--- src/design/sdram_front_pkg.sv ---
package sdram_front_pkg;

    // ----------------------------------------------------------------------
    // client address split
    // ----------------------------------------------------------------------
    localparam int aw    = 22;            // client word address width
    localparam int row_w = 13;            // row field, addr[21:9]
    localparam int col_w = 9;             // column field, addr[8:0]

    // ----------------------------------------------------------------------
    // bank geometry
    // ----------------------------------------------------------------------
    localparam int nbank = 4;             // one client port per bank
    localparam int ba_w  = $clog2(nbank); // bank select width

    // ----------------------------------------------------------------------
    // sdram command codes
    // ----------------------------------------------------------------------
    localparam int cmd_w = 3;

    localparam logic [cmd_w-1:0] cmd_nop = 3'd0;  // idle bus
    localparam logic [cmd_w-1:0] cmd_act = 3'd1;  // open a row
    localparam logic [cmd_w-1:0] cmd_pre = 3'd2;  // close the bank's row
    localparam logic [cmd_w-1:0] cmd_rd  = 3'd3;  // column read
    localparam logic [cmd_w-1:0] cmd_wr  = 3'd4;  // column write

    // sequencer FSM states, named after the command each one issues
    localparam logic [1:0] st_pick = 2'd0;  // choose the next bank, bus is nop
    localparam logic [1:0] st_pre  = 2'd1;  // precharge the open row
    localparam logic [1:0] st_act  = 2'd2;  // activate the requested row
    localparam logic [1:0] st_acc  = 2'd3;  // read or write, plus ack

endpackage
--- src/design/row_upd_if.sv ---
`timescale 1ns/1ns

// open/close updates to the row tracker and its state back out
interface row_upd_if;

    logic                               act;   // one-cycle activate strobe
    logic                               pre;   // one-cycle precharge strobe
    logic [sdram_front_pkg::ba_w-1:0]   bank;  // target of act or pre
    logic [sdram_front_pkg::row_w-1:0]  row;   // row being opened

    // tracker state, valid the cycle after a strobe
    logic [sdram_front_pkg::nbank-1:0][sdram_front_pkg::row_w-1:0] rows;
    logic [sdram_front_pkg::nbank-1:0]                             open;

    modport seq (
        output act, pre, bank, row
    );

    modport trk (
        input  act, pre, bank, row,
        output rows, open
    );

endinterface

--- src/design/bank_req_if.sv ---
`timescale 1ns/1ns

// conditioned client requests, latch side to sequencer side
interface bank_req_if;

    // one address word per bank, held by the client until ack
    logic [sdram_front_pkg::nbank-1:0][sdram_front_pkg::aw-1:0] addr_l;

    logic [sdram_front_pkg::nbank-1:0] rd_l;   // read level per bank
    logic [sdram_front_pkg::nbank-1:0] wr_l;   // write level per bank
    logic [sdram_front_pkg::nbank-1:0] match;  // row field equals tracked row
    logic                              noreq;  // no strobe anywhere

    modport latch (
        output addr_l,
        output rd_l,
        output wr_l,
        output match,
        output noreq
    );

    modport seq (
        input  addr_l,
        input  rd_l,
        input  wr_l,
        input  match,
        input  noreq
    );

endinterface

--- src/design/sdram_front.sv ---
`timescale 1ns/1ns

module sdram_front #(
    parameter int latch_en = 1                     // register client requests
) (
    input  logic                                                     rst,
    input  logic                                                     clk,
    input  logic [sdram_front_pkg::nbank-1:0][sdram_front_pkg::aw-1:0] addr,
    input  logic [sdram_front_pkg::nbank-1:0]                        rd,
    input  logic [sdram_front_pkg::nbank-1:0]                        wr,
    output logic [sdram_front_pkg::nbank-1:0]                        ack,
    output logic [sdram_front_pkg::cmd_w-1:0]                        cmd,
    output logic [sdram_front_pkg::ba_w-1:0]                         cmd_ba,
    output logic [sdram_front_pkg::row_w-1:0]                        cmd_addr,
    output logic                                                     idle
);

    logic busy;                                    // sequence in flight

    bank_req_if req_bus ();                        // latch to sequencer
    row_upd_if  upd_bus ();                        // sequencer to tracker and back

    // ----------------------------------------------------------------------
    // input side
    // ----------------------------------------------------------------------
    bank_req_latch #(
        .latch_en (latch_en)
    ) u_latch (
        .rst  (rst),
        .clk  (clk),
        .addr (addr),
        .rd   (rd),
        .wr   (wr),
        .req  (req_bus.latch),
        .rows (upd_bus.rows)                       // row compare source
    );

    open_row_tracker u_trk (
        .rst (rst),
        .clk (clk),
        .upd (upd_bus.trk)
    );

    // ----------------------------------------------------------------------
    // output side
    // ----------------------------------------------------------------------
    bank_cmd_seq u_seq (
        .rst      (rst),
        .clk      (clk),
        .req      (req_bus.seq),
        .upd      (upd_bus.seq),
        .open     (upd_bus.open),
        .cmd      (cmd),
        .cmd_ba   (cmd_ba),
        .cmd_addr (cmd_addr),
        .ack      (ack),
        .busy     (busy)
    );

    assign idle = req_bus.noreq & ~busy;           // nothing waiting, nothing running

endmodule

--- src/design/bank_cmd_seq.sv ---
`timescale 1ns/1ns

module bank_cmd_seq (
    input  logic                                 rst,
    input  logic                                 clk,
    bank_req_if.seq                              req,
    row_upd_if.seq                               upd,
    input  logic [sdram_front_pkg::nbank-1:0]    open,      // per-bank open flag
    output logic [sdram_front_pkg::cmd_w-1:0]    cmd,
    output logic [sdram_front_pkg::ba_w-1:0]     cmd_ba,
    output logic [sdram_front_pkg::row_w-1:0]    cmd_addr,
    output logic [sdram_front_pkg::nbank-1:0]    ack,       // one-cycle pulse on last cmd
    output logic                                 busy
);

    logic [1:0]                          state;
    logic [sdram_front_pkg::ba_w-1:0]    ba;       // bank being served
    logic [sdram_front_pkg::ba_w-1:0]    ptr;      // round-robin start point
    logic                                is_wr;    // access type captured at pick
    logic                                acked;    // previous cycle carried ack
    logic [sdram_front_pkg::nbank-1:0]   mask;     // stale request filter
    logic [sdram_front_pkg::nbank-1:0]   pend;     // live, unmasked requests
    logic [sdram_front_pkg::ba_w-1:0]    sel;      // winner of the search
    logic                                found;
    logic [sdram_front_pkg::aw-1:0]      addr_sel; // address of the served bank

    // the just-acked bank still shows its old level for one cycle
    assign mask = {{(sdram_front_pkg::nbank-1){1'b0}}, acked} << ba;
    assign pend = (req.rd_l | req.wr_l) & ~mask;

    // ----------------------------------------------------------------------
    // round-robin search, lowest offset from ptr wins
    // ----------------------------------------------------------------------
    always_comb begin : rr_search
        logic [sdram_front_pkg::ba_w-1:0] idx;
        found = 1'b0;
        sel   = ptr;
        idx   = ptr;
        for (int i = sdram_front_pkg::nbank - 1; i >= 0; i--) begin
            idx = ptr + sdram_front_pkg::ba_w'(i);
            if (pend[idx]) begin
                found = 1'b1;
                sel   = idx;                       // overwritten by closer banks
            end
        end
    end

    // ----------------------------------------------------------------------
    // FSM, one command per cycle once a bank is picked
    // ----------------------------------------------------------------------
    always_ff @(posedge clk or posedge rst) begin
        if (rst) begin
            state <= sdram_front_pkg::st_pick;
            ba    <= '0;
            ptr   <= '0;
            is_wr <= 1'b0;
            acked <= 1'b0;
        end else begin
            acked <= state == sdram_front_pkg::st_acc;
            case (state)
                sdram_front_pkg::st_pick: begin
                    if (found) begin
                        ba    <= sel;
                        is_wr <= req.wr_l[sel];
                        if (!open[sel]) begin
                            state <= sdram_front_pkg::st_act;  // closed bank
                        end else if (req.match[sel]) begin
                            state <= sdram_front_pkg::st_acc;  // row hit
                        end else begin
                            state <= sdram_front_pkg::st_pre;  // row miss
                        end
                    end
                end
                sdram_front_pkg::st_pre: state <= sdram_front_pkg::st_act;
                sdram_front_pkg::st_act: state <= sdram_front_pkg::st_acc;
                default: begin
                    state <= sdram_front_pkg::st_pick;
                    ptr   <= ba + 1'b1;            // next search starts past this bank
                end
            endcase
        end
    end

    assign addr_sel = req.addr_l[ba];              // client holds it until ack

    // ----------------------------------------------------------------------
    // command bus, decoded from state
    // ----------------------------------------------------------------------
    always_comb begin
        cmd      = sdram_front_pkg::cmd_nop;
        cmd_addr = '0;
        ack      = '0;
        case (state)
            sdram_front_pkg::st_pre: cmd = sdram_front_pkg::cmd_pre;
            sdram_front_pkg::st_act: begin
                cmd      = sdram_front_pkg::cmd_act;
                cmd_addr = addr_sel[sdram_front_pkg::aw-1 -: sdram_front_pkg::row_w];
            end
            sdram_front_pkg::st_acc: begin
                cmd      = is_wr ? sdram_front_pkg::cmd_wr : sdram_front_pkg::cmd_rd;
                cmd_addr = sdram_front_pkg::row_w'(addr_sel[sdram_front_pkg::col_w-1:0]);
                ack[ba]  = 1'b1;                   // done with this request
            end
            default: cmd = sdram_front_pkg::cmd_nop;
        endcase
    end

    assign cmd_ba = ba;
    assign busy   = state != sdram_front_pkg::st_pick;

    // tracker updates ride along with the matching commands
    assign upd.act  = state == sdram_front_pkg::st_act;
    assign upd.pre  = state == sdram_front_pkg::st_pre;
    assign upd.bank = ba;
    assign upd.row  = addr_sel[sdram_front_pkg::aw-1 -: sdram_front_pkg::row_w];

    // at most one ack, and only for a bank whose request is still up
    a_ack_valid : assert property (
        @(posedge clk) disable iff (rst)
        $onehot0(ack) && ((ack & ~(req.rd_l | req.wr_l)) == '0)
    );

endmodule

--- src/design/open_row_tracker.sv ---
`timescale 1ns/1ns

module open_row_tracker (
    input  logic    rst,
    input  logic    clk,
    row_upd_if.trk  upd
);

    // ----------------------------------------------------------------------
    // open flags, all banks closed after reset
    // ----------------------------------------------------------------------
    always_ff @(posedge clk or posedge rst) begin
        if (rst) begin
            upd.open <= '0;
        end else begin
            if (upd.act) begin
                upd.open[upd.bank] <= 1'b1;        // row now open
            end
            if (upd.pre) begin
                upd.open[upd.bank] <= 1'b0;        // bank closed again
            end
        end
    end

    // ----------------------------------------------------------------------
    // row store, only meaningful while the open flag is set
    // ----------------------------------------------------------------------
    always_ff @(posedge clk) begin
        if (upd.act) begin
            upd.rows[upd.bank] <= upd.row;         // remember which row went up
        end
    end

    // act and pre come from different FSM states
    a_act_pre_excl : assert property (
        @(posedge clk) disable iff (rst) !(upd.act && upd.pre)
    );

    // an open bank is always precharged before the next activate
    a_act_closed : assert property (
        @(posedge clk) disable iff (rst) upd.act |-> !upd.open[upd.bank]
    );

endmodule

--- src/design/bank_req_latch.sv ---
`timescale 1ns/1ns

module bank_req_latch #(
    parameter int latch_en = 1                 // 1 registers, 0 passes through
) (
    input  logic                                                     rst,
    input  logic                                                     clk,
    input  logic [sdram_front_pkg::nbank-1:0][sdram_front_pkg::aw-1:0] addr,
    input  logic [sdram_front_pkg::nbank-1:0]                        rd,
    input  logic [sdram_front_pkg::nbank-1:0]                        wr,
    bank_req_if.latch                                                req,
    input  logic [sdram_front_pkg::nbank-1:0][sdram_front_pkg::row_w-1:0] rows
);

    logic [sdram_front_pkg::nbank-1:0] hit_now;    // row compare on live inputs
    logic                              noreq_now;  // nothing requested right now

    // ----------------------------------------------------------------------
    // row compare, top row_w bits of each address against the tracker
    // ----------------------------------------------------------------------
    always_comb begin
        for (int b = 0; b < sdram_front_pkg::nbank; b++) begin
            hit_now[b] = addr[b][sdram_front_pkg::aw-1 -: sdram_front_pkg::row_w] == rows[b];
        end
    end

    assign noreq_now = ~|{rd, wr};                 // idle when no level is up

    generate
        if (latch_en == 1) begin : g_reg
            // control side, cleared on reset
            always_ff @(posedge clk or posedge rst) begin
                if (rst) begin
                    req.rd_l  <= '0;
                    req.wr_l  <= '0;
                    req.match <= '0;
                    req.noreq <= 1'b1;             // nothing pending out of reset
                end else begin
                    req.rd_l  <= rd;
                    req.wr_l  <= wr;
                    req.match <= hit_now;          // compared against rows of this cycle
                    req.noreq <= noreq_now;
                end
            end

            always_ff @(posedge clk) begin
                req.addr_l <= addr;                // address word, one clock late
            end
        end else begin : g_comb
            always_comb begin
                req.addr_l = addr;
                req.rd_l   = rd;
                req.wr_l   = wr;
                req.match  = hit_now;
                req.noreq  = noreq_now;
            end
        end
    endgenerate

    // a client never asks to read and write the same bank at once
    a_rd_wr_excl : assert property (
        @(posedge clk) disable iff (rst) (rd & wr) == '0
    );

endmodule

--- config.mk ---
export PLATFORM = sky130hd
export DESIGN_NAME = sdram_front
export DESIGN_NICKNAME = d
export VERILOG_FILES = /design/src/design/sdram_front_pkg.sv /design/src/design/row_upd_if.sv /design/src/design/bank_req_if.sv /design/src/design/sdram_front.sv /design/src/design/bank_cmd_seq.sv /design/src/design/open_row_tracker.sv /design/src/design/bank_req_latch.sv
export SDC_FILE = /design/constraint.sdc
export NUM_CORES = 1
export LEC_CHECK = 0
export ABC_AREA = 0
export BUFFER_PORTS_ARGS = -buffer_cell sky130_fd_sc_hd__buf_2
export CORE_MARGIN = 4
export CORE_UTILIZATION = 58
export CTS_CLUSTER_SIZE = 12
export DETAILED_ROUTE_END_ITERATION = 10
export GPL_TIMING_DRIVEN = 0
export PLACE_DENSITY = 0.83
export SYNTH_ARGS = -nofsm -noshare
export SYNTH_HDL_FRONTEND = slang
export SYNTH_HIERARCHICAL = 1
export SYNTH_SLANG_ARGS = --single-unit
--- constraint.sdc ---
create_clock -name clk -period 6 [get_ports clk]
set_input_delay 1.2 -clock clk [delete_from_list [all_inputs] [get_ports clk]]
set_output_delay 1.2 -clock clk [all_outputs]
set_load 0.01 [all_outputs]
==> run summary, run 1 <==
Run status
- **result of the run** complete, no violations

Logic synthesis
- **most frequent cell after synthesis** sky130_fd_sc_hd__dfxtp_1
- **Yosys top cell by area** sky130_fd_sc_hd__dfxtp_1
- **most instantiated flip-flop cell in the synthesis netlist** sky130_fd_sc_hd__dfxtp_1
- **total of flip-flops plus latches after synthesis** 165
- **post-synthesis instance total** 391
- **proportion of register bits with asynchronous set or reset after synthesis** 15.2%
- **top cells by area, synth** sky130_fd_sc_hd__dfxtp_1, sky130_fd_sc_hd__edfxtp_1, sky130_fd_sc_hd__dfrtp_1
- **Syn Nets** 498
- **mean post-synth cell area** 15.3 um2
- **cell area after synthesis** 5990 um2
- **synth cell count leaders** sky130_fd_sc_hd__dfxtp_1, sky130_fd_sc_hd__edfxtp_1, sky130_fd_sc_hd__xnor2_1
- **Warnings, synthesis** 6
- **distinct cell type count after synthesis** 57
- **proportion of netlist area held by the largest area contributor** 29.4%
- **number of synthesized flops with an enable pin** 52
- **sequential cell area fraction in the yosys report** 66.0%

Global route
- **via count of the first global-routing pass** 4,041
- **global-route congestion overflow total** 0
- **largest net degree at the start of global routing** 17
- **All-Layer GR Usage** 24.4%
- **wire length of the first global-routing pass** 21,200 um
- **antenna violations before repair** 0

Layout
- **Total Nets Final** 637
- **Area growth, synth to finish** 21.9%
- **number of antenna cells inserted** 0
- **fraction of layout cells with a size suffix above 1** 35.4%
- **final instance area** 7300 um2
- **post-layout instance count excluding filler cells** 676

Floorplan
- **initial cell density of the core** 60.4%
- **count of boundary I/O pins** 121
- **die area** 12,000 um2
- **floorplan die width** 110 um
- **Vert. Die Dim** 110 um
- **number of placement rows** 36
- **Placeable Area** 9910 um2

Pwr
- **Power Density** 488 nW/um2
- **peak supply drop** 0.000247 V
- **Pleak** 3.02 nW
- **power after layout** 3.57 mW

Drt
- **average routed wire per standard cell** 20.3 um
- **drt first pass iters** 5
- **drt total wl** 13,700 um
- **vias per cell** 5.59
- **number of DRC markers after the initial detailed-route iteration** 263
- **number of nets with antenna violations after detailed routing** 0
- **Via Count** 3,776
- **Remaining DRCs** 0

Timing
- **number of setup violations in the final report** 0
- **Pins Over Slew Limit** 0
- **worst hold margin** 0.504 ns
- **post-route clock skew** 0.00955 ns
- **fmax** 245 MHz
- **unrepaired setup endpoints after global routing** false
- **Hold Vio Cnt, Final** 0
- **final worst path period share** 67.9%
- **post-route setup TNS** 0 ns
- **Rel. slew slack** 22.5%
- **minimum clock period** 4.08 ns
- **pin slew with the least headroom to its limit** 1.16 ns

Placement
- **gpl congestion** 0.848
- **number of port buffers** 120
- **HPWL Detailed** 9860 um
- **placed standard-cell area** 6760 um2
- **Inst Count DP** 644

CTS
- **Inserted Clock Buffers** 17
- **clock tree root driver cell** sky130_fd_sc_hd__clkbuf_8
- **post-CTS clock slew at the launch and capture registers of the worst setup and hold paths** 0.06 ns
- **Sink Count** 165
- **Worst-Skew Late Latency** 0.52 ns
- **post-CTS setup repair buffer count** 0
- **post-CTS sizing** 0
- **hold buffers post-CTS** 0
- **H-tree Lvls** 4
- **CTS tree** yes
- **deepest clock path buffer count** 2

Worst setup path
- **crit path max fanout** 10
- **CP arrival** 2.88 ns
- **worst-case reg-to-reg path depth** 6
- **required time at the endpoint of the critical path** 4.80 ns
- **category of the worst setup path launch point** flip-flop
- **slack of the worst reg-to-reg path** 3.48 ns
- **Critical-path top delay cell** sky130_fd_sc_hd__buf_1
- **end point of the critical path** cmd_addr[2]
- **critical-path cell list** buf_6 > buf_1 > mux4_2 > a22o_1 > buf_2
- **kind of critical path** reg2out
- **delay of the slowest cell on the worst path** 0.64 ns
- **startpoint of the worst setup timing path** u_seq/cmd_ba[0]$_DFFE_PP0P_
- **reg-to-reg startpoint** u_seq/cmd_ba[0]$_DFFE_PP0P_
- **reg2reg end** u_seq/cmd_ba[1]$_DFFE_PP0P_
- **Critical Path Sink Type** primary output

Hold path
- **worst min-delay path category** reg2reg
- **Min-Delay Path Depth** 1

Job
- **Max Cap Viol** 0

power breakdown:
group	total [mW]	switching, mW	internal (mW)	leakage, nW
Sequential	1.47	0.0983	1.37	1.52
Clock	0.999	0.442	0.557	0.256
Combinational	1.09	0.623	0.471	1.25
Total	3.57	1.16	2.40	3.02
kinds of logic after synthesis:
group / share of synthesized area [%]
flip-flops: 66.0
buffers and inverters: 2.03
adder cells (fa/ha/maj): 1.88
AO/OA/AOI/OAI: 5.45
multiplexers: 9.15
XOR/XNOR: 7.61
AND/OR/NAND/NOR: 7.92
layout make-up:
class,count,area (um2)
multi-input combinational,202,1920
tap,133,166
clock buffer,19,422
sequential,165,3950
inverter,13,48.8
buffer,11,72.6
timing repair buffer,120,601
clock inverter,13,124
fill,669,2610
state kept, by name, summed over array words and instances, names as in the netlist, 2 cells and up:
| name | flops |
|---|---|
| u_latch/req.rd_l | 4 |
| u_latch/req.match | 4 |
| u_seq/state | 2 |
| u_latch/req.wr_l | 4 |
| u_seq/ptr | 2 |
| u_trk/upd.rows | 52 |
| u_seq/cmd_ba | 2 |
| u_trk/upd.open | 4 |
| u_latch/req.addr_l | 88 |
metrics by stage:
step | setup WS (ns) | util [%]
2_1_floorplan | 2.92 | -
3_3_place_gp | 2.45 | 68.2
3_5_place_dp | 2.44 | 68.2
4_1_cts | 1.83 | 73.7
5_1_grt | 1.75 | 73.7
6_report | 1.92 | 73.7
worst max-delay path: cells and delay by family (launching register included):
kind                   cells  cell delay [ns]
AOI/OAI and AO/OA          1             0.22
muxes                      1             0.61
DFF                        1             0.50
buffers and inverters      3             1.03
worst min-delay path by stage:
stage / from / end
finish: u_trk/upd.open[3]$_DFF_PP0_ / u_trk/upd.open[3]$_DFF_PP0_
CTS: u_trk/upd.open[3]$_DFF_PP0_ / u_trk/upd.open[3]$_DFF_PP0_
detailed placement: u_trk/upd.open[3]$_DFF_PP0_ / u_trk/upd.open[3]$_DFF_PP0_
global placement: u_trk/upd.open[1]$_DFF_PP0_ / u_trk/upd.open[1]$_DFF_PP0_
floorplan: u_trk/upd.open[1]$_DFF_PP0_ / u_trk/upd.open[1]$_DFF_PP0_
global route: u_trk/upd.open[1]$_DFF_PP0_ / u_trk/upd.open[1]$_DFF_PP0_
cell usage in the layout, fill, tap and decap left out, drive strengths merged, types with 2 or more instances in the layout:
cell	n
a21oi	2
a221oi	2
a22o	9
a2bb2oi	2
a32oi	2
and2	9
and3b	4
buf	127
clkbuf	23
clkinv	3
clkinvlp	4
dfrtp	24
dfxtp	88
edfxtp	52
ha	9
inv	18
mux2	2
mux2i	3
mux4	22
nand2	14
nand2b	2
nand3	3
nand3b	2
nand4	8
nor2	11
nor2b	4
nor3	2
nor3b	2
nor4	8
o21ai	8
o22a	2
or2	3
or4	2
xnor2	28
xor2	24
metal layers:
metal,global-route usage (%),vias up,routed length (um)
met1,30.2,1829,5310
met3,8.75,20,1460
met4,7.57,0,258
met5,0,-,0
li1,-,1706,-
met2,40.5,221,6690
Note: power is estimated with default switching activity, not from simulation.
==> inputs of run 2 (changes only) <==
Settings changed: ABC_AREA 0 to 1, CORE_UTILIZATION 58 to 50, PLACE_DENSITY 0.83 to 0.75.
Clock period 6 ns to 3.6 ns, I/O delays scaled along.
==> run 2 against run 1 <==
  * Core utilization shrank 11 points
  * Non-clock buffer count grew 9
  * Sequential cell count stayed put
  * Hold slack got worse by 0.32 ns
  * Via count is 38% higher
  * Power increased by 87%
  * Critical path type unchanged
  * Sequential share of layout area decreased by 5.2 points
==> run summary, run 2 <==
Run status
- **result of the run** complete, no violations

Timing
- **final worst path period share** 94.7%
- **minimum clock period** 3.41 ns
- **unrepaired setup endpoints after global routing** false
- **fmax** 293 MHz
- **Rel. slew slack** 56.6%
- **number of setup violations in the final report** 0
- **Pins Over Slew Limit** 0
- **post-route setup TNS** 0 ns
- **post-route clock skew** 0.00757 ns
- **pin slew with the least headroom to its limit** 0.651 ns
- **Hold Vio Cnt, Final** 0

Global route
- **largest net degree at the start of global routing** 17
- **wire length of the first global-routing pass** 24,800 um
- **global-route congestion overflow total** 0
- **All-Layer GR Usage** 22.3%
- **antenna violations before repair** 2
- **via count of the first global-routing pass** 5,058

Floorplan
- **floorplan die width** 123 um
- **Placeable Area** 12,800 um2
- **count of boundary I/O pins** 121
- **number of placement rows** 41
- **initial cell density of the core** 51.8%
- **Vert. Die Dim** 123 um
- **die area** 15,200 um2

Worst setup path
- **required time at the endpoint of the critical path** 2.88 ns
- **CP arrival** 2.69 ns
- **crit path max fanout** 10
- **category of the worst setup path launch point** flip-flop
- **Critical Path Sink Type** primary output
- **kind of critical path** reg2out

Layout
- **registers with the most flip-flops** u_latch/req.addr_l: 88 flops, u_trk/upd.rows: 52 flops
- **most frequent standard cell in the layout excluding fill and tap cells** sky130_fd_sc_hd__nand2_1
- **commonest non-fill, non-tap cells in the layout** sky130_fd_sc_hd__nand2_1, sky130_fd_sc_hd__inv_1, sky130_fd_sc_hd__buf_2, sky130_fd_sc_hd__dfxtp_1, sky130_fd_sc_hd__nor2_1
- **fraction of layout cells with a size suffix above 1** 20.6%
- **number of antenna cells inserted** 0
- **Area growth, synth to finish** 21.6%
- **largest register by flop count** u_latch/req.addr_l
- **final instance area** 8070 um2
- **post-layout instance count excluding filler cells** 1,077
- **flip-flop count of the largest register, all copies and words added** 88
- **Total Nets Final** 999
- **number of inserted filler cells in the final layout** 1,081

Drt
- **average routed wire per standard cell** 15.1 um
- **vias per cell** 4.83
- **number of DRC markers after the initial detailed-route iteration** 309
- **drt first pass iters** 5
- **drt total wl** 16,200 um
- **Remaining DRCs** 0
- **Via Count** 5,202
- **number of nets with antenna violations after detailed routing** 0

CTS
- **Sink Count** 165
- **post-CTS setup repair buffer count** 0
- **Inserted Clock Buffers** 17
- **post-CTS clock slew at the launch and capture registers of the worst setup and hold paths** 0.06 ns
- **Worst-Skew Late Latency** 0.43 ns
- **hold buffers post-CTS** 0
- **CTS tree** yes
- **deepest clock path buffer count** 2
- **H-tree Lvls** 4
- **clock tree root driver cell** sky130_fd_sc_hd__clkbuf_16

Logic synthesis
- **Yosys top cell by area** sky130_fd_sc_hd__dfxtp_1
- **sequential cell area fraction in the yosys report** 59.5%
- **proportion of netlist area held by the largest area contributor** 26.5%
- **mean post-synth cell area** 8.82 um2
- **number of synthesized flops with an enable pin** 52
- **most instantiated flip-flop cell in the synthesis netlist** sky130_fd_sc_hd__dfxtp_1
- **post-synthesis instance total** 753
- **total of flip-flops plus latches after synthesis** 165
- **most frequent cell after synthesis** sky130_fd_sc_hd__nand2_1
- **distinct cell type count after synthesis** 33
- **top cells by area, synth** sky130_fd_sc_hd__dfxtp_1, sky130_fd_sc_hd__edfxtp_1, sky130_fd_sc_hd__nand2_1
- **cell area after synthesis** 6640 um2
- **synth cell count leaders** sky130_fd_sc_hd__nand2_1, sky130_fd_sc_hd__inv_1, sky130_fd_sc_hd__dfxtp_1
- **Syn Nets** 860
- **proportion of register bits with asynchronous set or reset after synthesis** 15.2%
- **Warnings, synthesis** 6

Pwr
- **Power Density** 827 nW/um2
- **power after layout** 6.67 mW
- **Pleak** 4.10 nW
- **peak supply drop** 0.000513 V

Placement
- **Inst Count DP** 1,045
- **gpl congestion** 0.868
- **number of port buffers** 120
- **HPWL Detailed** 12,200 um
- **placed standard-cell area** 7460 um2

Hold path
- **worst min-delay path category** in2async

Job
- **Max Cap Viol** 0

## run 2: cell types whose count changed in the layout (fill, tap and decap cells not counted), moves of 8 or more
cell / before / now
sky130_fd_sc_hd__nand3_1: 2 / 42
sky130_fd_sc_hd__mux4_2: 22 / 0
sky130_fd_sc_hd__a21oi_1: 2 / 16
sky130_fd_sc_hd__a22o_1: 9 / 0
sky130_fd_sc_hd__xnor2_1: 28 / 5
sky130_fd_sc_hd__nand2_1: 14 / 191
sky130_fd_sc_hd__a32o_1: 0 / 9
sky130_fd_sc_hd__and2_1: 9 / 1
sky130_fd_sc_hd__o21ai_0: 7 / 42
sky130_fd_sc_hd__inv_1: 13 / 128
sky130_fd_sc_hd__nor2_1: 11 / 73
sky130_fd_sc_hd__xor2_1: 24 / 10
## run 2: layout make-up
class                   count  area [um2]  area share, %
clock buffers              18         450           5.58
multi-input cells         433        2100           26.1
repair buffers            120         601           7.44
flip-flops and latches    165        3950           48.9
clock inverters            14         138           1.71
plain buffers              20         104           1.29
inverters                 135         509           6.31
well taps                 172         215           2.67
## run 2: logic make-up (layout without fill, tap and decap cells)
kind of cell	count (synthesis)	after routing	synth area share [%]
AO/OA/AOI/OAI	84	84	7.33
XOR/XNOR	15	15	1.98
adder cells (fa/ha/maj)	9	9	1.70
buffers and inverters	155	307	9.20
flip-flops	165	165	59.5
AND/OR/NAND/NOR	325	325	20.3
## run 2: worst max-delay path: stages (launching register included)
cell	delay [ns]
sky130_fd_sc_hd__dfrtp_1	0.50
sky130_fd_sc_hd__inv_1	0.17
sky130_fd_sc_hd__clkbuf_1	0.38
sky130_fd_sc_hd__clkbuf_2	0.30
sky130_fd_sc_hd__nor2_1	0.06
sky130_fd_sc_hd__o22ai_1	0.50
sky130_fd_sc_hd__a32o_1	0.22
sky130_fd_sc_hd__buf_2	0.13
## run 2: power by group
| part | total [mW] | switching [mW] | internal, mW |
|---|---|---|---|
| Clock | 1.78 | 0.770 | 1.01 |
| Combinational | 2.40 | 1.63 | 0.774 |
| Sequential | 2.49 | 0.153 | 2.34 |
| Total | 6.67 | 2.55 | 4.12 |
## run 2: final timing paths
kind	end	from	slack (ns)	cells past startpoint
max	cmd_addr[2]	u_seq/cmd_ba[0]$_DFFE_PP0P_	0.19	7
min	u_trk/upd.open[0]$_DFF_PP0_	rst	0.19	2
max reg2reg	u_seq/state[1]$_DFFE_PP0P_	u_seq/cmd_ba[1]$_DFFE_PP0P_	1.32	19
min reg2reg	u_trk/upd.open[3]$_DFF_PP0_	u_trk/upd.open[3]$_DFF_PP0_	0.51	2
max in group asynchronous	u_latch/req.noreq$_DFF_PP1_	rst	2.87	2
min in group clk	u_latch/req.addr_l[24]$_DFF_P_	addr[24]	0.39	1
## run 2: what timing repair did
| action | in CTS | in global routing |
|---|---|---|
| gates resized for setup | 0 | 8 |
| hold endpoints to repair | 0 | 0 |
| setup endpoints to repair | 0 | 6 |
## run 2: metrics by stage
stage	hold WS (ns)	util, %	worst slack, ns
after floorplan	0.470	-	1.24
after global placement	0.492	58.1	0.536
after detailed placement	0.503	58.1	0.550
after CTS	0.173	62.7	0.0658
after global routing	0.181	62.9	0.0758
final	0.188	62.9	0.192
## run 2: metal layers
metal	share of wire, %	track usage, %
met5	0.13	0
met4	2.1	8.37
met1	41	26.0
met3	7.6	6.68
met2	50	38.7
